### src/verilog/pwm_regs_pkg.sv
`default_nettype none

package pwm_regs_pkg;

	localparam int DATA_W   = 32;
	localparam int ADDR_W   = 32;
	localparam int OFFSET_W = 8;
	localparam int MODE_W   = 2;
	localparam int STEP_W   = 12;
	localparam int LANE_W   = 4;

	// register window
	localparam logic [ADDR_W-1:0] PWM_BASE_ADDR   = 32'h2002_0000;
	localparam logic [ADDR_W-1:0] PWM_OFFSET_MASK = 32'h0000_00ff;

	// register index, offset bits [5:3]
	localparam logic [2:0] REG_MODE   = 3'd0;
	localparam logic [2:0] REG_PERIOD = 3'd1;
	localparam logic [2:0] REG_THR1   = 3'd2;
	localparam logic [2:0] REG_THR2   = 3'd3;
	localparam logic [2:0] REG_STEP   = 3'd4;
	localparam logic [2:0] REG_STATUS = 3'd5;  // read only

	localparam logic [2:0] REG_LAST_WRITABLE = REG_STEP;

	// size / strobe word, word wins over half, byte always set
	localparam int LANE_WORD_BIT = 3;
	localparam int LANE_HALF_BIT = 1;

	// byte offset inside the window, seen as a whole or split into fields
	typedef union packed {
		logic [OFFSET_W-1:0] raw;
		struct packed {
			logic [1:0] pad;
			logic [2:0] reg_sel;
			logic       chan;      // 0 -> pwm1, 1 -> pwm2
			logic [1:0] byte_off;
		} fields;
	} pwm_offset_u;

endpackage

`default_nettype wire

### src/verilog/reg_access_if.sv
`timescale 1ns/1ps
`default_nettype none

interface reg_access_if ();
	import pwm_regs_pkg::*;

	logic              wr_en;      // mapped, writable commit
	logic              rd_en;      // any accepted read
	pwm_offset_u       offset;     // follows the read side
	pwm_offset_u       wr_offset;
	logic [LANE_W-1:0] lanes;      // read size
	logic [LANE_W-1:0] wr_lanes;   // write strobe
	logic [DATA_W-1:0] wdata;
	logic [DATA_W-1:0] rdata_ch0;
	logic [DATA_W-1:0] rdata_ch1;

	// write side has its own offset and lanes so a read and a write can commit together
	modport ctrl (
		output wr_en, rd_en, offset, wr_offset, lanes, wr_lanes, wdata
	);

	modport bank (
		input  wr_en, offset, wr_offset, wr_lanes, wdata,
		output rdata_ch0, rdata_ch1
	);

	modport shaper (
		input  rd_en, offset, lanes, rdata_ch0, rdata_ch1
	);

endinterface

`default_nettype wire

### src/verilog/pwm_bus_ctrl.sv
`timescale 1ns/1ps
`default_nettype none

module pwm_bus_ctrl (
	input  wire                                s_axi_aclk_i,
	input  wire                                s_axi_aresetn_i,

	input  wire  [pwm_regs_pkg::ADDR_W-1:0]    s_axi_araddr_i,
	input  wire                                s_axi_arvalid_i,
	output logic                               s_axi_arready_o,
	input  wire                                s_axi_rready_i,
	output logic                               s_axi_rvalid_o,
	output logic                               s_axi_rresp_o,
	input  wire  [pwm_regs_pkg::LANE_W-1:0]    read_size_i,

	input  wire  [pwm_regs_pkg::ADDR_W-1:0]    s_axi_awaddr_i,
	input  wire                                s_axi_awvalid_i,
	output logic                               s_axi_awready_o,
	input  wire  [pwm_regs_pkg::DATA_W-1:0]    s_axi_wdata_i,
	input  wire  [pwm_regs_pkg::LANE_W-1:0]    s_axi_wstrb_i,
	input  wire                                s_axi_wvalid_i,
	output logic                               s_axi_wready_o,
	input  wire                                s_axi_bready_i,
	output logic                               s_axi_bvalid_o,
	output logic                               s_axi_bresp_o,

	reg_access_if.ctrl                         acc
);
	import pwm_regs_pkg::*;

	logic              rd_state;  // 0 idle, 1 waiting for rready
	logic              wr_state;  // 0 idle, 1 waiting for bready
	pwm_offset_u       rd_offset_q;
	pwm_offset_u       wr_offset_q;
	logic [LANE_W-1:0] rd_size_q;
	logic [LANE_W-1:0] wr_strb_q;
	logic [DATA_W-1:0] wdata_q;
	logic              ar_hit;
	logic              aw_hit;
	logic              rd_accept;
	logic              wr_accept;
	logic              rd_done;
	logic              wr_done;
	logic              rd_mapped;
	logic              wr_writable;

	function automatic logic offset_mapped(input pwm_offset_u off);
		return (off.fields.pad == 2'b00) && (off.fields.byte_off == 2'b00) &&
			(off.fields.reg_sel <= REG_STATUS);
	endfunction

	// base window match, anything outside gets no ready at all
	assign ar_hit = s_axi_arvalid_i &&
		((s_axi_araddr_i & ~PWM_OFFSET_MASK) == PWM_BASE_ADDR);
	assign aw_hit = s_axi_awvalid_i && s_axi_wvalid_i &&
		((s_axi_awaddr_i & ~PWM_OFFSET_MASK) == PWM_BASE_ADDR);

	assign rd_accept = !rd_state && ar_hit;
	assign wr_accept = !wr_state && aw_hit;
	assign rd_done   = rd_state && s_axi_rready_i;
	assign wr_done   = wr_state && s_axi_bready_i;

	assign rd_mapped   = offset_mapped(rd_offset_q);
	assign wr_writable = offset_mapped(wr_offset_q) &&
		(wr_offset_q.fields.reg_sel <= REG_LAST_WRITABLE);

	// ready is high for the whole wait state
	assign s_axi_arready_o = rd_state;
	assign s_axi_awready_o = wr_state;
	assign s_axi_wready_o  = wr_state;

	assign acc.rd_en     = rd_done;
	assign acc.wr_en     = wr_done && wr_writable;
	assign acc.offset    = rd_offset_q;
	assign acc.wr_offset = wr_offset_q;
	assign acc.lanes     = rd_size_q;
	assign acc.wr_lanes  = wr_strb_q;
	assign acc.wdata     = wdata_q;

	always_ff @(posedge s_axi_aclk_i) begin
		if (s_axi_aresetn_i) begin
			rd_state       <= 1'b0;
			rd_offset_q    <= '0;
			s_axi_rvalid_o <= 1'b0;
			s_axi_rresp_o  <= 1'b0;
		end else begin
			s_axi_rvalid_o <= rd_done;              // one cycle pulse
			s_axi_rresp_o  <= rd_done && rd_mapped;
			if (rd_done) begin
				rd_state <= 1'b0;
			end else if (rd_accept) begin
				rd_state        <= 1'b1;
				rd_offset_q.raw <= s_axi_araddr_i[OFFSET_W-1:0];
			end
		end
	end

	always_ff @(posedge s_axi_aclk_i) begin
		if (s_axi_aresetn_i) begin
			wr_state       <= 1'b0;
			wr_offset_q    <= '0;
			s_axi_bvalid_o <= 1'b0;
			s_axi_bresp_o  <= 1'b0;
		end else begin
			s_axi_bvalid_o <= wr_done;
			s_axi_bresp_o  <= wr_done && wr_writable;  // status and holes answer 0
			if (wr_done) begin
				wr_state <= 1'b0;
			end else if (wr_accept) begin
				wr_state        <= 1'b1;
				wr_offset_q.raw <= s_axi_awaddr_i[OFFSET_W-1:0];
			end
		end
	end

	// payload captured at acceptance
	always_ff @(posedge s_axi_aclk_i) begin
		if (rd_accept) begin
			rd_size_q <= read_size_i;
		end
		if (wr_accept) begin
			wr_strb_q <= s_axi_wstrb_i;
			wdata_q   <= s_axi_wdata_i;
		end
	end

endmodule

`default_nettype wire

### src/verilog/pwm_channel_regs.sv
`timescale 1ns/1ps
`default_nettype none

module pwm_channel_regs #(
	parameter bit CHAN_ID = 1'b0
) (
	input  wire                               s_axi_aclk_i,
	input  wire                               s_axi_aresetn_i,
	input  wire                               pwm_i,
	output logic [pwm_regs_pkg::MODE_W-1:0]   mode_o,
	output logic [pwm_regs_pkg::DATA_W-1:0]   period_o,
	output logic [pwm_regs_pkg::DATA_W-1:0]   threshold1_o,
	output logic [pwm_regs_pkg::DATA_W-1:0]   threshold2_o,
	output logic [pwm_regs_pkg::STEP_W-1:0]   step_o,
	reg_access_if.bank                        acc
);
	import pwm_regs_pkg::*;

	logic [MODE_W-1:0] mode_q;
	logic [DATA_W-1:0] period_q;
	logic [DATA_W-1:0] thr1_q;
	logic [DATA_W-1:0] thr2_q;
	logic [STEP_W-1:0] step_q;
	logic              status_q;
	logic              wr_hit;
	logic [DATA_W-1:0] step_merged;
	logic [DATA_W-1:0] rd_word;

	// byte lane always written, then word or half on top
	function automatic logic [DATA_W-1:0] lane_merge(
		input logic [DATA_W-1:0] old_val,
		input logic [DATA_W-1:0] new_val,
		input logic [LANE_W-1:0] lanes
	);
		logic [DATA_W-1:0] res;
		res      = old_val;
		res[7:0] = new_val[7:0];
		if (lanes[LANE_WORD_BIT]) begin
			res[DATA_W-1:8] = new_val[DATA_W-1:8];
		end else if (lanes[LANE_HALF_BIT]) begin
			res[15:8] = new_val[15:8];
		end
		return res;
	endfunction

	assign wr_hit      = acc.wr_en && (acc.wr_offset.fields.chan == CHAN_ID);
	assign step_merged = lane_merge({{(DATA_W-STEP_W){1'b0}}, step_q}, acc.wdata, acc.wr_lanes);

	always_ff @(posedge s_axi_aclk_i) begin
		if (s_axi_aresetn_i) begin
			mode_q   <= '0;
			period_q <= '0;
			thr1_q   <= '0;
			thr2_q   <= '0;
			step_q   <= '0;
			status_q <= 1'b0;
		end else begin
			status_q <= pwm_i;  // sampled every cycle
			if (wr_hit) begin
				case (acc.wr_offset.fields.reg_sel)
					REG_MODE:   mode_q   <= acc.wdata[MODE_W-1:0];
					REG_PERIOD: period_q <= lane_merge(period_q, acc.wdata, acc.wr_lanes);
					REG_THR1:   thr1_q   <= lane_merge(thr1_q, acc.wdata, acc.wr_lanes);
					REG_THR2:   thr2_q   <= lane_merge(thr2_q, acc.wdata, acc.wr_lanes);
					REG_STEP:   step_q   <= step_merged[STEP_W-1:0];
					default: begin
					end
				endcase
			end
		end
	end

	always_comb begin
		case (acc.offset.fields.reg_sel)
			REG_MODE:   rd_word = {{(DATA_W-MODE_W){1'b0}}, mode_q};
			REG_PERIOD: rd_word = period_q;
			REG_THR1:   rd_word = thr1_q;
			REG_THR2:   rd_word = thr2_q;
			REG_STEP:   rd_word = {{(DATA_W-STEP_W){1'b0}}, step_q};
			REG_STATUS: rd_word = {{(DATA_W-1){1'b0}}, status_q};
			default:    rd_word = '0;
		endcase
	end

	// each bank owns one of the read words
	if (CHAN_ID == 1'b0) begin : g_rd_ch0
		assign acc.rdata_ch0 = rd_word;
	end else begin : g_rd_ch1
		assign acc.rdata_ch1 = rd_word;
	end

	assign mode_o       = mode_q;
	assign period_o     = period_q;
	assign threshold1_o = thr1_q;
	assign threshold2_o = thr2_q;
	assign step_o       = step_q;

endmodule

`default_nettype wire

### src/verilog/pwm_read_shaper.sv
`timescale 1ns/1ps
`default_nettype none

module pwm_read_shaper (
	input  wire                               s_axi_aclk_i,
	input  wire                               s_axi_aresetn_i,
	output logic [pwm_regs_pkg::DATA_W-1:0]   s_axi_rdata_o,
	reg_access_if.shaper                      acc
);
	import pwm_regs_pkg::*;

	logic [DATA_W-1:0] sel_word;
	logic [DATA_W-1:0] lane_mask;
	logic [DATA_W-1:0] rdata_q;

	assign sel_word = acc.offset.fields.chan ? acc.rdata_ch1 : acc.rdata_ch0;

	// same lane rule as writes
	always_comb begin
		if (acc.lanes[LANE_WORD_BIT]) begin
			lane_mask = '1;
		end else if (acc.lanes[LANE_HALF_BIT]) begin
			lane_mask = {{(DATA_W-16){1'b0}}, 16'hffff};
		end else begin
			lane_mask = {{(DATA_W-8){1'b0}}, 8'hff};
		end
	end

	// held until the next read
	always_ff @(posedge s_axi_aclk_i) begin
		if (s_axi_aresetn_i) begin
			rdata_q <= '0;
		end else if (acc.rd_en) begin
			rdata_q <= sel_word & lane_mask;
		end
	end

	assign s_axi_rdata_o = rdata_q;

endmodule

`default_nettype wire

### src/verilog/pwm_axi_regs_top.sv
`timescale 1ns/1ps
`default_nettype none

module pwm_axi_regs_top (
	input  wire                               s_axi_aclk_i,
	input  wire                               s_axi_aresetn_i,

	// read address and data
	input  wire  [pwm_regs_pkg::ADDR_W-1:0]   s_axi_araddr_i,
	input  wire                               s_axi_arvalid_i,
	output wire                               s_axi_arready_o,
	input  wire                               s_axi_rready_i,
	output wire                               s_axi_rvalid_o,
	output wire  [pwm_regs_pkg::DATA_W-1:0]   s_axi_rdata_o,
	output wire                               s_axi_rresp_o,   // 1 ok, 0 unmapped
	input  wire  [pwm_regs_pkg::LANE_W-1:0]   read_size_i,

	// write address, data and response
	input  wire  [pwm_regs_pkg::ADDR_W-1:0]   s_axi_awaddr_i,
	input  wire                               s_axi_awvalid_i,
	output wire                               s_axi_awready_o,
	input  wire  [pwm_regs_pkg::DATA_W-1:0]   s_axi_wdata_i,
	input  wire  [pwm_regs_pkg::LANE_W-1:0]   s_axi_wstrb_i,
	input  wire                               s_axi_wvalid_i,
	output wire                               s_axi_wready_o,
	input  wire                               s_axi_bready_i,
	output wire                               s_axi_bvalid_o,
	output wire                               s_axi_bresp_o,

	output wire  [pwm_regs_pkg::MODE_W-1:0]   pwm1_mode_o,
	output wire  [pwm_regs_pkg::DATA_W-1:0]   pwm1_period_o,
	output wire  [pwm_regs_pkg::DATA_W-1:0]   pwm1_threshold1_o,
	output wire  [pwm_regs_pkg::DATA_W-1:0]   pwm1_threshold2_o,
	output wire  [pwm_regs_pkg::STEP_W-1:0]   pwm1_step_o,
	input  wire                               pwm1_i,

	output wire  [pwm_regs_pkg::MODE_W-1:0]   pwm2_mode_o,
	output wire  [pwm_regs_pkg::DATA_W-1:0]   pwm2_period_o,
	output wire  [pwm_regs_pkg::DATA_W-1:0]   pwm2_threshold1_o,
	output wire  [pwm_regs_pkg::DATA_W-1:0]   pwm2_threshold2_o,
	output wire  [pwm_regs_pkg::STEP_W-1:0]   pwm2_step_o,
	input  wire                               pwm2_i
);

	reg_access_if acc_if ();

	pwm_bus_ctrl i_bus_ctrl (
		.s_axi_aclk_i    (s_axi_aclk_i),
		.s_axi_aresetn_i (s_axi_aresetn_i),
		.s_axi_araddr_i  (s_axi_araddr_i),
		.s_axi_arvalid_i (s_axi_arvalid_i),
		.s_axi_arready_o (s_axi_arready_o),
		.s_axi_rready_i  (s_axi_rready_i),
		.s_axi_rvalid_o  (s_axi_rvalid_o),
		.s_axi_rresp_o   (s_axi_rresp_o),
		.read_size_i     (read_size_i),
		.s_axi_awaddr_i  (s_axi_awaddr_i),
		.s_axi_awvalid_i (s_axi_awvalid_i),
		.s_axi_awready_o (s_axi_awready_o),
		.s_axi_wdata_i   (s_axi_wdata_i),
		.s_axi_wstrb_i   (s_axi_wstrb_i),
		.s_axi_wvalid_i  (s_axi_wvalid_i),
		.s_axi_wready_o  (s_axi_wready_o),
		.s_axi_bready_i  (s_axi_bready_i),
		.s_axi_bvalid_o  (s_axi_bvalid_o),
		.s_axi_bresp_o   (s_axi_bresp_o),
		.acc             (acc_if.ctrl)
	);

	// pwm1 is channel 0
	pwm_channel_regs #(
		.CHAN_ID (1'b0)
	) i_ch0_regs (
		.s_axi_aclk_i    (s_axi_aclk_i),
		.s_axi_aresetn_i (s_axi_aresetn_i),
		.pwm_i           (pwm1_i),
		.mode_o          (pwm1_mode_o),
		.period_o        (pwm1_period_o),
		.threshold1_o    (pwm1_threshold1_o),
		.threshold2_o    (pwm1_threshold2_o),
		.step_o          (pwm1_step_o),
		.acc             (acc_if.bank)
	);

	pwm_channel_regs #(
		.CHAN_ID (1'b1)
	) i_ch1_regs (
		.s_axi_aclk_i    (s_axi_aclk_i),
		.s_axi_aresetn_i (s_axi_aresetn_i),
		.pwm_i           (pwm2_i),
		.mode_o          (pwm2_mode_o),
		.period_o        (pwm2_period_o),
		.threshold1_o    (pwm2_threshold1_o),
		.threshold2_o    (pwm2_threshold2_o),
		.step_o          (pwm2_step_o),
		.acc             (acc_if.bank)
	);

	pwm_read_shaper i_read_shaper (
		.s_axi_aclk_i    (s_axi_aclk_i),
		.s_axi_aresetn_i (s_axi_aresetn_i),
		.s_axi_rdata_o   (s_axi_rdata_o),
		.acc             (acc_if.shaper)
	);

endmodule

`default_nettype wire

### config.mk
export PLATFORM = sky130hd
export DESIGN_NAME = pwm_axi_regs_top
export DESIGN_NICKNAME = d
export VERILOG_FILES = /design/src/verilog/pwm_regs_pkg.sv /design/src/verilog/reg_access_if.sv /design/src/verilog/pwm_bus_ctrl.sv /design/src/verilog/pwm_channel_regs.sv /design/src/verilog/pwm_read_shaper.sv /design/src/verilog/pwm_axi_regs_top.sv
export SDC_FILE = /design/constraint.sdc
export NUM_CORES = 1
export LEC_CHECK = 0
export BUFFER_PORTS_ARGS = -buffer_cell sky130_fd_sc_hd__buf_2
export CORE_UTILIZATION = 45
export DETAILED_ROUTE_END_ITERATION = 10
export MAX_ROUTING_LAYER = met4
export PLACE_DENSITY = 0.73
export SLEW_MARGIN = 20
export SYNTH_ARGS = -nofsm -noshare
export SYNTH_HDL_FRONTEND = slang
export SYNTH_SLANG_ARGS = --single-unit
### constraint.sdc
create_clock -name s_axi_aclk_i -period 2.55 [get_ports s_axi_aclk_i]
set_input_delay 0.255 -clock s_axi_aclk_i [delete_from_list [all_inputs] [get_ports s_axi_aclk_i]]
set_output_delay 0.255 -clock s_axi_aclk_i [all_outputs]
set_load 0.02 [all_outputs]
* After elaboration in Yosys (flattened, before gate mapping)
Cells that the tools add are included.
** Word-level totals
- Flip-flop bits (word level) :: 316
- Output and inout port bits :: 259
- Logic and storage cells :: 118
** Cells by class
- Order comparisons :: 3
- Equal/unequal tests :: 11
- Multiplexer cells :: 9
- Bitwise operators :: 4
- Reduce and logical (&&, ||, !) cells :: 53
** Operators with widths (count)
- case mux 32 bit (6 select lines) :: 2
- two-way mux 32 bit :: 2
- equality test 24 x 22 -> 1 bit (second input constant) :: 2
- AND reduction 3 bit :: 14
- AND 32 bit :: 1
- AND reduction 2 bit :: 12
- logical AND 1 bit :: 16
- two-way mux 16 bit :: 1
- two-way mux 8 bit :: 2
- equality test 3 x 2 -> 1 bit (second input constant) :: 4
- equality test 3 bit (second input constant) :: 3
- <= comparator 3 bit (second input constant) :: 3
- zero test 2 bit :: 4
- two-way mux 4 bit :: 2
- equality test 3 x 1 -> 1 bit (second input constant) :: 2
- zero test 3 bit :: 2
- OR reduction 2 bit :: 2
- NOT 1 bit :: 3
- zero test 1 bit :: 2
- nonzero test 2 bit :: 1

* Logic depth before layout (Yosys ltp)
Gate-level depths: netlist of run 1.
- Word-level depth :: 7
- Mapped depth :: 7
- Depth with buffers taken out :: 4

* Worst setup path before layout of run 1
Ideal clock, no wire load.
- Path type :: reg2reg
- Start point :: register i_bus_ctrl.wr_state, in the netlist i_bus_ctrl.s_axi_awready_o
- End point :: register i_bus_ctrl.wdata_q[0], in the netlist i_bus_ctrl.acc.wdata[0] (enable)
- Setup time :: 0.425 ns
- Data arrival time :: 2.486 ns
- Slack :: -0.361 ns
- Stages on the path, launching flop included :: 4
- Path buffers :: 0
- Period minus slack after synthesis :: 2.911 ns
- Path through :: dfxtp_1 > nor4_1 > nand4_1 > nor2_1
** Between the ends
- Longest elaborated chain between the ends :: 2
** Ends and longest elaborated chain
- from (decl) :: line pwm_bus_ctrl.sv:32 : logic wr_state;
- from (signal assigned) :: line pwm_bus_ctrl.sv:100 : wr_state <= 1'b0;
- from (signal assigned) :: line pwm_bus_ctrl.sv:108 : wr_state <= 1'b0;
- from (signal assigned) :: line pwm_bus_ctrl.sv:110 : wr_state <= 1'b1;
- zero test 1 bit :: line pwm_bus_ctrl.sv:59 : assign wr_accept = !wr_state && aw_hit;
- logical AND 1 bit :: line pwm_bus_ctrl.sv:59
- named net i_bus_ctrl.wr_accept :: line pwm_bus_ctrl.sv:41 : logic wr_accept;
- to (signal assigned) :: line pwm_bus_ctrl.sv:123 : wdata_q <= s_axi_wdata_i;
- to (decl) :: line pwm_bus_ctrl.sv:37 : logic [DATA_W-1:0] wdata_q;
The timed path passes the listed nets, and every way through them passes these cells.
A chain may end at the register's enable or synchronous reset.

* Worst setup path after layout of run 1
- Start point :: register i_bus_ctrl.wr_offset_q (netlist bit i_bus_ctrl.acc.wr_offset[0])
- End point :: register i_ch1_regs.period_q[12], in the netlist i_ch1_regs.period_o[12]
** Between the ends
- Longest elaborated chain between the ends :: 7
** Ends and longest elaborated chain
- from (decl) :: line pwm_bus_ctrl.sv:34 : pwm_offset_u wr_offset_q;
- zero test 2 bit :: line pwm_bus_ctrl.sv:48 : return (off.fields.pad == 2'b00) && (off.fields.byte_off == 2'b00) &&
- logical AND 1 bit (2 in series) :: line pwm_bus_ctrl.sv:48
- logical AND 1 bit :: line pwm_bus_ctrl.sv:64 : assign wr_writable = offset_mapped(wr_offset_q) &&
- logical AND 1 bit :: line pwm_bus_ctrl.sv:73 : assign acc.wr_en = wr_done && wr_writable;
- logical AND 1 bit :: line pwm_channel_regs.sv:46 : assign wr_hit = acc.wr_en && (acc.wr_offset.fields.chan == CHAN_ID);
- AND reduction 3 bit (no source line)
- to (signal assigned) :: line pwm_channel_regs.sv:62 : REG_PERIOD: period_q <= lane_merge(period_q, acc.wdata, acc.wr_lanes);
- to (decl) :: line pwm_channel_regs.sv:20 : logic [DATA_W-1:0] period_q;
Every way passes these cells.

==> results of run 1 <==
[power groups by stage]
stage          logic [mW]  clock network (mW)  registers [mW]
6_report            0.265                4.80            4.96
3_3_place_gp        0.203                   0            5.07
3_5_place_dp        0.206                   0            5.07
2_1_floorplan      0.0904                   0            5.07
5_1_grt             0.282                5.07            4.96
4_1_cts             0.261                4.86            4.96
[flip-flops by register name, indices dropped and copies added, names as in the netlist, 8 cells and up]
| name | count |
|---|---|
| i_bus_ctrl.acc.offset | 8 |
| i_bus_ctrl.acc.wdata | 32 |
| i_bus_ctrl.acc.wr_offset | 8 |
| i_ch0_regs.period_o | 32 |
| i_ch0_regs.step_o | 12 |
| i_ch0_regs.threshold1_o | 32 |
| i_ch0_regs.threshold2_o | 32 |
| i_ch1_regs.period_o | 32 |
| i_ch1_regs.step_o | 12 |
| i_ch1_regs.threshold1_o | 32 |
| i_ch1_regs.threshold2_o | 32 |
| i_read_shaper.s_axi_rdata_o | 32 |
[how the worst max path moves through the flow]
stage | startpoint | end | slack, ns | cells after the start
after floorplan | i_bus_ctrl.s_axi_awready_o | i_bus_ctrl.acc.wdata[0] | 0.18 | 3
after global placement | i_bus_ctrl.acc.wr_offset[0] | i_ch1_regs.period_o[24] | 0.35 | 4
after detailed placement | i_bus_ctrl.acc.wr_offset[0] | i_ch1_regs.period_o[10] | 0.29 | 4
after CTS | i_bus_ctrl.acc.wr_offset[0] | i_ch1_regs.period_o[15] | 0.27 | 4
after global routing | i_bus_ctrl.acc.wr_offset[0] | i_ch1_regs.period_o[15] | 0.18 | 4
final | i_bus_ctrl.acc.wr_offset[0] | i_ch1_regs.period_o[12] | 0.24 | 4
[area by class of cell]
type | count | share of cell area, %
inverter | 4 | 0.0874
sequential | 312 | 38.5
multi-input combinational | 959 | 36.6
timing repair buffer | 460 | 15.7
antenna | 7 | 0.102
clock buffer | 51 | 5.73
clock inverter | 10 | 0.546
tap | 384 | 2.80
[worst min-delay path, delay by kind of cell]
family / cells / cell delay (ns)
AOI/OAI and AO/OA: 1 / 0.06
buffers and inverters: 1 / 0.10
and+or+nand+nor: 1 / 0.06
[cell families (layout without fill, tap and decap cells)]
logic type	Yosys count	count (layout)	synth area share, %
AO/OA/AOI/OAI	340	340	16.7
buffers and inverters	123	525	3.95
flip-flops	312	312	49.4
multiplexers	163	163	12.5
other	0	7	0
AND/OR/NAND/NOR	456	456	17.4
[metal layers]
layer / up-vias / routed length, um
li1: 5772 / -
met1: 5973 / 19800
met2: 666 / 21000
met3: 133 / 3870
met4: 0 / 2320
met5: - / 0
[stage by stage]
stage | cells | instance area, um2
2_1_floorplan | 1394 | 13400
3_3_place_gp | 2075 | 15600
3_5_place_dp | 2075 | 15600
4_1_cts | 2180 | 17200
5_1_grt | 2187 | 17200
6_report | 2187 | 17200
[cells in the final DEF (no fill, tap or decap), drive strengths merged, types with 2 or more instances in the layout]
| cell type | netlist | final |
|---|---|---|
| buf | 30 | 415 |
| dfxtp | 276 | 276 |
| nand2 | 157 | 157 |
| mux2i | 127 | 127 |
| a21oi | 113 | 113 |
| o21ai | 112 | 112 |
| nor2 | 94 | 94 |
| nand2b | 60 | 60 |
| clkbuf | 88 | 52 |
| a221oi | 47 | 47 |
| dlygate4sd3 | 0 | 44 |
| nand3 | 43 | 43 |
| nor2b | 42 | 42 |
| mux2 | 36 | 36 |
| edfxtp | 36 | 36 |
| a22o | 24 | 24 |
| nand4 | 17 | 17 |
| a221o | 13 | 13 |
| nor4 | 11 | 11 |
| o31ai | 10 | 10 |
| diode | 0 | 7 |
| a22oi | 7 | 7 |
| inv | 4 | 7 |
| a32o | 6 | 6 |
| clkinv | 0 | 6 |
| nor4b | 5 | 5 |
| and4 | 5 | 5 |
| nand3b | 5 | 5 |
| and3 | 3 | 3 |
| o211ai | 3 | 3 |
| o21a | 3 | 3 |
| or2 | 3 | 3 |
| nor3 | 2 | 2 |
| and2 | 2 | 2 |
| and3b | 2 | 2 |
| or4 | 2 | 2 |
==> parameters.txt, run 1 <==
Parameter                              Value

Floorplan
  Area of the die    30400 um2
  Floorplan core area    29000 um2
  Die height    174 um
  Horizontal die dimension    174 um
  Boundary pin count    372
  Starting Density    46.1%
  Number of cell rows    62

Power
  Power density over cell area    584 nW/um2
  Net switching power of the design    2.15 mW
  Share of power burned in the clock network    47.9%
  Final Power    10.0 mW
  Relative contribution of sequential cells to total power    49.5%
  Comb power frac    2.6%
  Power Internal    7.88 mW
  Worst-case vdd ir drop    0.000498 V
  Switching power as a share of total power    21.4%
  Leak pwr    7.47 nW

STA
  Fraction of the cycle the final worst path needs    90.7%
  Setup ws final    0.238 ns
  Final setup fails    0
  Highest clock frequency the design can meet    0.433 GHz
  Setup total negative slack    0 ns
  Normalized max-slew margin    21.6%
  Actual slew at the worst max-slew pin    1.18 ns
  Count of final hold-check violations    0
  Unrepaired setup endpoints after global routing    no
  Final number of max-transition violations    0
  Skew final    0.0224 ns
  Worst hold slack after final layout    0.0183 ns
  Final critical-path required period    2.31 ns

Worst hold path
  Capture endpoint of the worst hold path    i_bus_ctrl.acc.wr_offset[7]
  Cell count of the worst hold path    3
  Hold crit path type    input pin to flop
  Start point of the worst min-delay path    s_axi_awaddr_i[7]

GRT
  Pin count of the biggest net entering global routing    144
  Met1 Usage GRT    40.3%
  Number of global-route vias before repair    11900
  Wire length of the first global-routing pass    70500 um
  Remaining Overflow, GRT    0
  Total global routing track utilization    30.9%
  Number of antenna violations at the first check in global routing    7
  Met3 Usage GRT    5.69%
  Global routing usage on met2    46.0%
  Most congested layer reported by global routing    met2

Clocking
  Cts hold-fix bufs    44
  Clock Pin Slew Worst Setup and Hold Paths    0.06 ns
  Htree depth    2
  CTS tree    yes
  Insertion delay to the later sink of the worst-skew pair    0.52 ns
  Clock buffer count from CTS    34
  PostCTS Resize Cnt    0
  Buffer type at the clock tree root    sky130_fd_sc_hd__clkbuf_16
  Post CTS Setup Buffer Count    0
  Clock sink count    312
  CTS max path bufs    3

Placed design
  Routability Congestion    0.925
  Count of input and output buffers    367
  Worst slack at placement    0.287 ns
  DP Wirelength    32500 um

Logic synthesis
  Count of synthesis-stage warnings from yosys    0
  Share of async-settable or async-resettable flops after synthesis    0%
  Cell area after synthesis    13400 um2
  Count of cell types in the netlist    52
  Count leader, synth    sky130_fd_sc_hd__dfxtp_1
  Average instance area after synthesis    9.60 um2
  Number of instances in the synthesized netlist    1394
  Proportion of synthesized chip area in sequential cells    49.4%
  EDFF count, synth    36
  Flip-flop and latch count after synthesis    312
  Nets in the synthesized netlist    1507
  Leading post-synthesis cells by instance count    sky130_fd_sc_hd__dfxtp_1, sky130_fd_sc_hd__nand2_1, sky130_fd_sc_hd__mux2i_1
  Biggest area consumer among synthesized cells    sky130_fd_sc_hd__dfxtp_1
  Yosys top cell area share    41.3%
  Post-synth top flop    sky130_fd_sc_hd__dfxtp_1
  Top post-synthesis cells by area    sky130_fd_sc_hd__dfxtp_1, sky130_fd_sc_hd__mux2i_1, sky130_fd_sc_hd__edfxtp_1, sky130_fd_sc_hd__nand2_1, sky130_fd_sc_hd__o21ai_0

Setup path
  CP Data Arrival Time    2.75 ns
  Startpoint Class    flop
  Reg2Reg Capture Point    i_ch1_regs.period_o[12]
  Biggest cell delay along the critical path    0.62 ns
  R2R Setup Slk    0.24 ns
  Crit path max-delay cell type    sky130_fd_sc_hd__nor4_4
  Depth of the worst register-to-register path    4
  Worst path bufs/invs    0
  Reg2reg start    i_bus_ctrl.acc.wr_offset[0]
  Critical Path RT    2.98 ns
  Critical Path Sink Type    flop
  Type of the worst setup path    flop to flop
  Critical Path, Cell by Cell    nor4_4 > nand4_1 > nor2_4 > mux2i_1
  CP max FO    8
  Largest delay contributor family on the critical path    simple AND/OR/NAND/NOR gates

Layout
  Final nets    1884
  Combined area of the multi-input logic cells    6280 um2
  Fraction of layout cells with a size suffix above 1    31.0%
  Synthesis-to-finish area growth    28.4%
  Register area    6620 um2
  Core utilization of the finished layout    59.2%
  Filler cell count in the final layout    2496

Run
  Max-cap violations    0

Drt
  DRC Markers    0
  Via total after detailed routing    12500
  Number of DRC markers after the initial detailed-route iteration    1145
  Total wire length    47000 um
  TritonRoute pass-1 iters    6
  Number of routed nets with antenna violations    0
  Detailed-route vias per instance    5.74
  DR WL/cell    21.5 um

Run status
  Outcome    finished clean
Power figures use the tool's default switching activity.
==> run 2, diff against run 1 <==
--- a/config.mk
+++ b/config.mk
@@ -9,7 +9,8 @@
 export CORE_UTILIZATION = 45
 export DETAILED_ROUTE_END_ITERATION = 10
 export MAX_ROUTING_LAYER = met4
-export PLACE_DENSITY = 0.73
+export PLACE_DENSITY = 0.79
+export SKIP_LAST_GASP = 1
 export SLEW_MARGIN = 20
 export SYNTH_ARGS = -nofsm -noshare
 export SYNTH_HDL_FRONTEND = slang
==> constraint.sdc (replaced) <==
create_clock -name s_axi_aclk_i -period 2.2 [get_ports s_axi_aclk_i]
set_input_delay 0.22 -clock s_axi_aclk_i [delete_from_list [all_inputs] [get_ports s_axi_aclk_i]]
set_output_delay 0.22 -clock s_axi_aclk_i [all_outputs]
set_load 0.02 [all_outputs]
==> run 2 against run 1 <==
Net effect: non-clock buffer count up 11; sequential power up 16%; first-iteration DRC count up 23%; cell count up 0.32%; critical path depth unchanged; clock skew up 0.0014 ns; critical endpoint is now i_read_shaper.s_axi_rdata_o[2].
==> parameters.txt, run 2 (synthesized netlist as in run 1, its figures left out) <==
Parameter                              Value

GRT
  Remaining Overflow, GRT    0 (unchanged)
  Number of global-route vias before repair    12000 (+1.2%)
  Pin count of the biggest net entering global routing    109 (-24%)
  Number of antenna violations at the first check in global routing    1 (-6)
  Total global routing track utilization    31.3% (+0.38 points)
  Wire length of the first global-routing pass    71200 um (+0.90%)

Layout
  Leading cell type in the layout, fill and taps excluded    sky130_fd_sc_hd__buf_2
  Most used cells in the layout excluding fill and tap cells    sky130_fd_sc_hd__buf_2, sky130_fd_sc_hd__dfxtp_1, sky130_fd_sc_hd__nand2_1
  Synthesis-to-finish area growth    29.5%
  Fraction of layout cells with a size suffix above 1    31.5% (+0.50 points)
  Finished layout cell area    17300 um2 (+0.88%)
  Count of non-filler cells in the finished layout    2194 (+0.32%)
  Filler cell count in the final layout    2508 (+0.48%)
  Final nets    1896 (+0.64%)
  Core utilization of the finished layout    59.7% (+0.52 points)

STA
  Final number of max-transition violations    0 (unchanged)
  Setup total negative slack    0 ns (unchanged)
  Final critical-path required period    2.10 ns (-0.213 ns)
  Fraction of the cycle the final worst path needs    95.4% (+4.8 points)
  Count of final hold-check violations    0 (unchanged)
  Normalized max-slew margin    25.9% (+4.3 points)
  Skew final    0.0238 ns (+0.00139 ns)
  Actual slew at the worst max-slew pin    1.11 ns (-0.0652 ns)
  Final setup fails    0 (unchanged)
  Setup ws final    0.101 ns (-0.137 ns)
  Worst hold slack after final layout    0.0319 ns (+0.0136 ns)
  Highest clock frequency the design can meet    0.476 GHz (+10%)
  Unrepaired setup endpoints after global routing    no

Clocking
  CTS max path bufs    3 (unchanged)
  CTS tree    yes
  Clock buffer count from CTS    35 (+2.9%)
  Clock sink count    312 (unchanged)
  Insertion delay to the later sink of the worst-skew pair    0.52 ns (about the same)
  Clock Pin Slew Worst Setup and Hold Paths    0.06 ns (about the same)
  Buffer type at the clock tree root    sky130_fd_sc_hd__clkbuf_16
  Htree depth    2 (unchanged)

Setup path
  CP Data Arrival Time    2.52 ns (-0.23 ns)
  Reg2reg start    i_bus_ctrl.acc.offset[4]
  Type of the worst setup path    flop to flop
  Reg2Reg Capture Point    i_read_shaper.s_axi_rdata_o[2]
  CP max FO    24 (+16)
  Critical Path RT    2.62 ns (-0.36 ns)
  Critical Path Sink Type    flop
  R2R Setup Slk    0.10 ns (-0.14 ns)
  Worst setup path startpoint    i_bus_ctrl.acc.offset[4]
  Depth of the worst register-to-register path    4 (unchanged)
  Destination of the critical timing path    i_read_shaper.s_axi_rdata_o[2]
  Startpoint Class    flop

Power
  Final Power    11.7 mW (+16%)
  Leak pwr    7.56 nW (+1.2%)
  Worst-case vdd ir drop    0.000482 V (-3.1%)
  Power density over cell area    674 nW/um2 (+15%)

Placed design
  Routability Congestion    0.944 (+2.0%)
  Placed insts    2082 (+0.34%)
  Worst slack at placement    0.157 ns (-0.130 ns)
  Count of input and output buffers    367 (unchanged)
  DP Wirelength    33800 um (+3.8%)
  Area post-placement    15700 um2 (+0.50%)

Drt
  Number of DRC markers after the initial detailed-route iteration    1409 (+23%)
  TritonRoute pass-1 iters    5 (-1)
  Detailed-route vias per instance    5.76 (+0.41%)
  DR WL/cell    21.7 um (+0.95%)
  Number of routed nets with antenna violations    0 (unchanged)
  DRC Markers    0 (unchanged)
  Total wire length    47600 um (+1.3%)
  Via total after detailed routing    12600 (+0.73%)

Floorplan
  Boundary pin count    372 (unchanged)
  Starting Density    46.1% (unchanged)
  Number of cell rows    62 (unchanged)
  Floorplan core area    29000 um2 (unchanged)
  Area of the die    30400 um2 (unchanged)
  Horizontal die dimension    174 um (unchanged)
  Die height    174 um (unchanged)

Run
  Max-cap violations    0 (unchanged)

Worst hold path
  Hold crit path type    input pin to flop

Run status
  Outcome    finished clean
[run 2: cell count changes in the layout (fill, tap and decap cells not counted), sizes merged]
| cell | change |
|---|---|
| diode | -6 |
| clkinv | +9 |
| inv | -2 |
| dlygate4sd3 | +3 |
| clkbuf | -5 |
| buf | +8 |
[run 2: metal layers]
layer / track usage (%) / routed length, um / part of all wire [%]
met4: 15.6 / 2590 / 5.4
met1: 40.4 / 19600 / 41
met3: 4.97 / 4090 / 8.6
met2: 47.4 / 21300 / 45
met5: - / 0 / 0
[run 2: worst min path at each step]
stage                                        endpoint  cells after the start         startpoint
final                     i_bus_ctrl.acc.wr_offset[6]                      3  s_axi_awaddr_i[6]
after floorplan               i_bus_ctrl.acc.lanes[1]                      0     read_size_i[1]
after detailed placement      i_bus_ctrl.acc.wdata[0]                      1   s_axi_wdata_i[0]
after global placement        i_bus_ctrl.acc.wdata[7]                      1   s_axi_wdata_i[7]
after global routing      i_bus_ctrl.acc.wr_offset[6]                      3  s_axi_awaddr_i[6]
after CTS                 i_bus_ctrl.acc.wr_offset[1]                      3  s_axi_awaddr_i[1]
[run 2: what timing repair did]
action	4_1_cts	5_1_grt
gates resized for setup	0	0
buffers inserted	0	0
endpoints found under the setup margin	0	0
hold endpoints to repair	47	0
hold buffers	47	0
[run 2: final cells by class]
cell class / instances / area, um2 / area share [%]
well taps: 384 / 480 / 2.77
clock inverters: 17 / 121 / 0.700
flip-flops and latches: 312 / 6620 / 38.2
clock buffers: 46 / 988 / 5.70
multi-input cells: 959 / 6280 / 36.2
diodes: 1 / 2.50 / 0.0144
repair buffers: 471 / 2830 / 16.3
inverters: 4 / 15.0 / 0.0866
[run 2: report_power, final]
group	internal, mW	switching [mW]
clock network	3.29	2.31
logic	0.160	0.160
registers	5.75	0.000884
[run 2: worst max-delay path: stages, from the launching register on]
cell	delay [ns]
sky130_fd_sc_hd__dfxtp_4	0.57
sky130_fd_sc_hd__and3b_1	0.81
sky130_fd_sc_hd__a221o_1	0.28
sky130_fd_sc_hd__a21oi_1	0.05
sky130_fd_sc_hd__o31ai_1	0.28
==> run 3, diff against run 2 <==
--- a/config.mk
+++ b/config.mk
@@ -6,10 +6,12 @@
 export NUM_CORES = 1
 export LEC_CHECK = 0
 export BUFFER_PORTS_ARGS = -buffer_cell sky130_fd_sc_hd__buf_2
-export CORE_UTILIZATION = 45
+export CELL_PAD_IN_SITES_DETAIL_PLACEMENT = 1
+export CELL_PAD_IN_SITES_GLOBAL_PLACEMENT = 1
+export CORE_UTILIZATION = 39
 export DETAILED_ROUTE_END_ITERATION = 10
 export MAX_ROUTING_LAYER = met4
-export PLACE_DENSITY = 0.79
+export PLACE_DENSITY = 0.88
 export SKIP_LAST_GASP = 1
 export SLEW_MARGIN = 20
 export SYNTH_ARGS = -nofsm -noshare
==> run 3 against run 2 <==
Net effect: sequential share of layout area shrank 0.56 points; largest cell class unchanged; largest power group is now clock; first-iteration DRC count fell by 38%; register-to-register slack hardly changed.
==> parameters.txt, run 3 (synthesized netlist as in run 1, its figures left out) <==
Parameter                              Value

GRT
  Pin count of the biggest net entering global routing    266 (+140%)
  Number of antenna violations at the first check in global routing    2 (+1)
  Total global routing track utilization    31.9% (+0.66 points)
  Number of global-route vias before repair    13700 (+14%)
  Wire length of the first global-routing pass    83500 um (+17%)
  Remaining Overflow, GRT    0 (unchanged)

Drt
  DRC Markers    0 (unchanged)
  Amount of wire on met2 after detailed routing    27100 um (+27%)
  Number of DRC markers after the initial detailed-route iteration    876 (-38%)
  Detailed-route wire length on metal 1    22500 um (+15%)
  Uppermost routed layer    met4
  Total wire length    55800 um (+17%)
  Via total after detailed routing    13200 (+4.1%)
  DR WL/cell    24.6 um (+13%)
  TritonRoute pass-1 iters    5 (unchanged)
  Sum of met3 wire segment lengths after detailed routing    3660 um (-11%)
  Number of routed nets with antenna violations    0 (unchanged)
  Detailed-route vias per instance    5.79 (+0.61%)

Layout
  Combined area of the multi-input logic cells    6280 um2 (about the same)
  Final nets    1907 (+0.58%)
  Finished layout cell area    17600 um2 (+1.5%)
  Register area    6620 um2 (unchanged)
  Filler cell count in the final layout    3842 (+53%)
  Synthesis-to-finish area growth    31.4%
  Leading cell type in the layout, fill and taps excluded    sky130_fd_sc_hd__buf_2
  Fraction of layout cells with a size suffix above 1    31.5% (+0.085 points)
  Most used cells in the layout excluding fill and tap cells    sky130_fd_sc_hd__buf_2, sky130_fd_sc_hd__dfxtp_1, sky130_fd_sc_hd__nand2_1
  Count of non-filler cells in the finished layout    2270 (+3.5%)

Power
  Power Internal    9.49 mW (+3.2%)
  Switching power as a share of total power    21.6% (+0.45 points)
  Leak pwr    7.62 nW (+0.82%)
  Relative contribution of sequential cells to total power    47.5% (-1.8 points)
  Worst-case vdd ir drop    0.000681 V (+41%)
  Power density over cell area    689 nW/um2 (+2.2%)
  Net switching power of the design    2.62 mW (+5.9%)
  Share of power burned in the clock network    49.8% (+1.8 points)
  Comb power frac    2.8% (about the same)
  Final Power    12.1 mW (+3.8%)

Floorplan
  Number of cell rows    67 (+8.1%)
  Area of the die    35100 um2 (+15%)
  Floorplan core area    33600 um2 (+16%)
  Horizontal die dimension    187 um (+7.3%)
  Die height    187 um (+7.3%)
  Boundary pin count    372 (unchanged)
  Starting Density    39.8% (-6.3 points)

STA
  Final number of max-transition violations    0 (unchanged)
  Normalized max-slew margin    34.1% (+8.2 points)
  Highest clock frequency the design can meet    0.479 GHz (+0.59%)
  Final setup fails    0 (unchanged)
  Actual slew at the worst max-slew pin    0.986 ns (-0.125 ns)
  Count of final hold-check violations    0 (unchanged)
  Final critical-path required period    2.09 ns (-0.0122 ns)
  Setup ws final    0.113 ns (+0.0122 ns)
  Skew final    0.0268 ns (+0.00302 ns)
  Unrepaired setup endpoints after global routing    no
  Fraction of the cycle the final worst path needs    94.8% (-0.56 points)
  Setup total negative slack    0 ns (unchanged)

Setup path
  CP Data Arrival Time    2.46 ns (-0.06 ns)
  Depth of the worst register-to-register path    4 (unchanged)
  Type of the worst setup path    flop to flop
  Critical Path Sink Type    flop
  Reg2reg start    i_bus_ctrl.acc.wr_offset[4]
  CP max FO    8 (-67%)
  R2R Setup Slk    0.11 ns (about the same)
  Startpoint Class    flop
  Critical Path RT    2.57 ns (-0.05 ns)
  Reg2Reg Capture Point    i_ch1_regs.threshold1_o[2]

Clocking
  Buffer type at the clock tree root    sky130_fd_sc_hd__clkbuf_16
  Htree depth    2 (unchanged)
  CTS max path bufs    3 (unchanged)
  Clock Pin Slew Worst Setup and Hold Paths    0.06 ns (about the same)
  Clock buffer count from CTS    35 (unchanged)
  Insertion delay to the later sink of the worst-skew pair    0.53 ns (about the same)
  Clock sink count    312 (unchanged)
  CTS tree    yes

Worst hold path
  Start point of the worst min-delay path    s_axi_awaddr_i[2]
  Capture endpoint of the worst hold path    i_bus_ctrl.acc.wr_offset[2]
  Cell count of the worst hold path    3 (unchanged)
  Hold crit path type    input pin to flop

Placed design
  Area post-placement    15900 um2 (+0.83%)
  Count of input and output buffers    367 (unchanged)
  DP Wirelength    38200 um (+13%)
  Worst slack at placement    0.131 ns (-0.0261 ns)
  Placed insts    2151 (+3.3%)
  Routability Congestion    0.894 (-5.3%)

Run
  Max-cap violations    0 (unchanged)

Run status
  Outcome    finished clean
## run 3: worst max-delay path by stage
stage                                     start                         endpoint  slack (ns)  cells after the start
CTS                    i_bus_ctrl.acc.offset[4]  i_read_shaper.s_axi_rdata_o[18]         0.1                      4
floorplan            i_bus_ctrl.s_axi_awready_o          i_bus_ctrl.acc.wdata[0]        0.16                      3
detailed placement   i_bus_ctrl.s_axi_awready_o       i_ch0_regs.threshold1_o[2]        0.13                      5
global route        i_bus_ctrl.acc.wr_offset[4]       i_ch1_regs.threshold1_o[2]        0.06                      4
global placement       i_bus_ctrl.acc.offset[4]  i_read_shaper.s_axi_rdata_o[18]        0.22                      4
finish              i_bus_ctrl.acc.wr_offset[4]       i_ch1_regs.threshold1_o[2]        0.11                      4
## run 3: cell type report
cell class	count	area share (%)
repair buffers	482	16.7
clock inverters	11	0.875
inverters	4	0.0854
multi-input cells	959	35.7
well taps	448	3.19
clock buffers	52	5.80
diodes	2	0.0285
flip-flops and latches	312	37.6
## run 3: per-stage QoR
step                util, %  hold WS, ns
floorplan                 -        0.319
global placement       47.2        0.396
detailed placement     47.2        0.399
CTS                    52.2       0.0149
global route           52.3       0.0299
finish                 52.3       0.0313
## run 3: critical path, stage by stage, from the launching register on
cell and delay, ns:
sky130_fd_sc_hd__dfxtp_1 0.48, sky130_fd_sc_hd__nor2b_1 0.51, sky130_fd_sc_hd__nand4_2 0.52, sky130_fd_sc_hd__mux2i_1 0.36
sky130_fd_sc_hd__nor2_1 0.08
## run 3: metal layers
metal,track usage (%),vias up
met5,-,-
met4,16.0,0
met3,4.86,159
met2,52.4,651
met1,38.1,6557
li1,-,5787
## run 3: what timing repair did
action	in CTS	in global routing
buffers inserted	0	0
hold endpoints to repair	53	0
hold buffers	53	0
resized for setup	0	2
setup endpoints to repair	0	3
## run 3: power groups by stage
stage	Sequential (mW)	Combinational [mW]	Clock, mW
global route	5.75	0.353	6.29
floorplan	5.88	0.105	0
global placement	5.88	0.237	0
detailed placement	5.88	0.243	0
CTS	5.75	0.318	6.07
finish	5.75	0.333	6.03
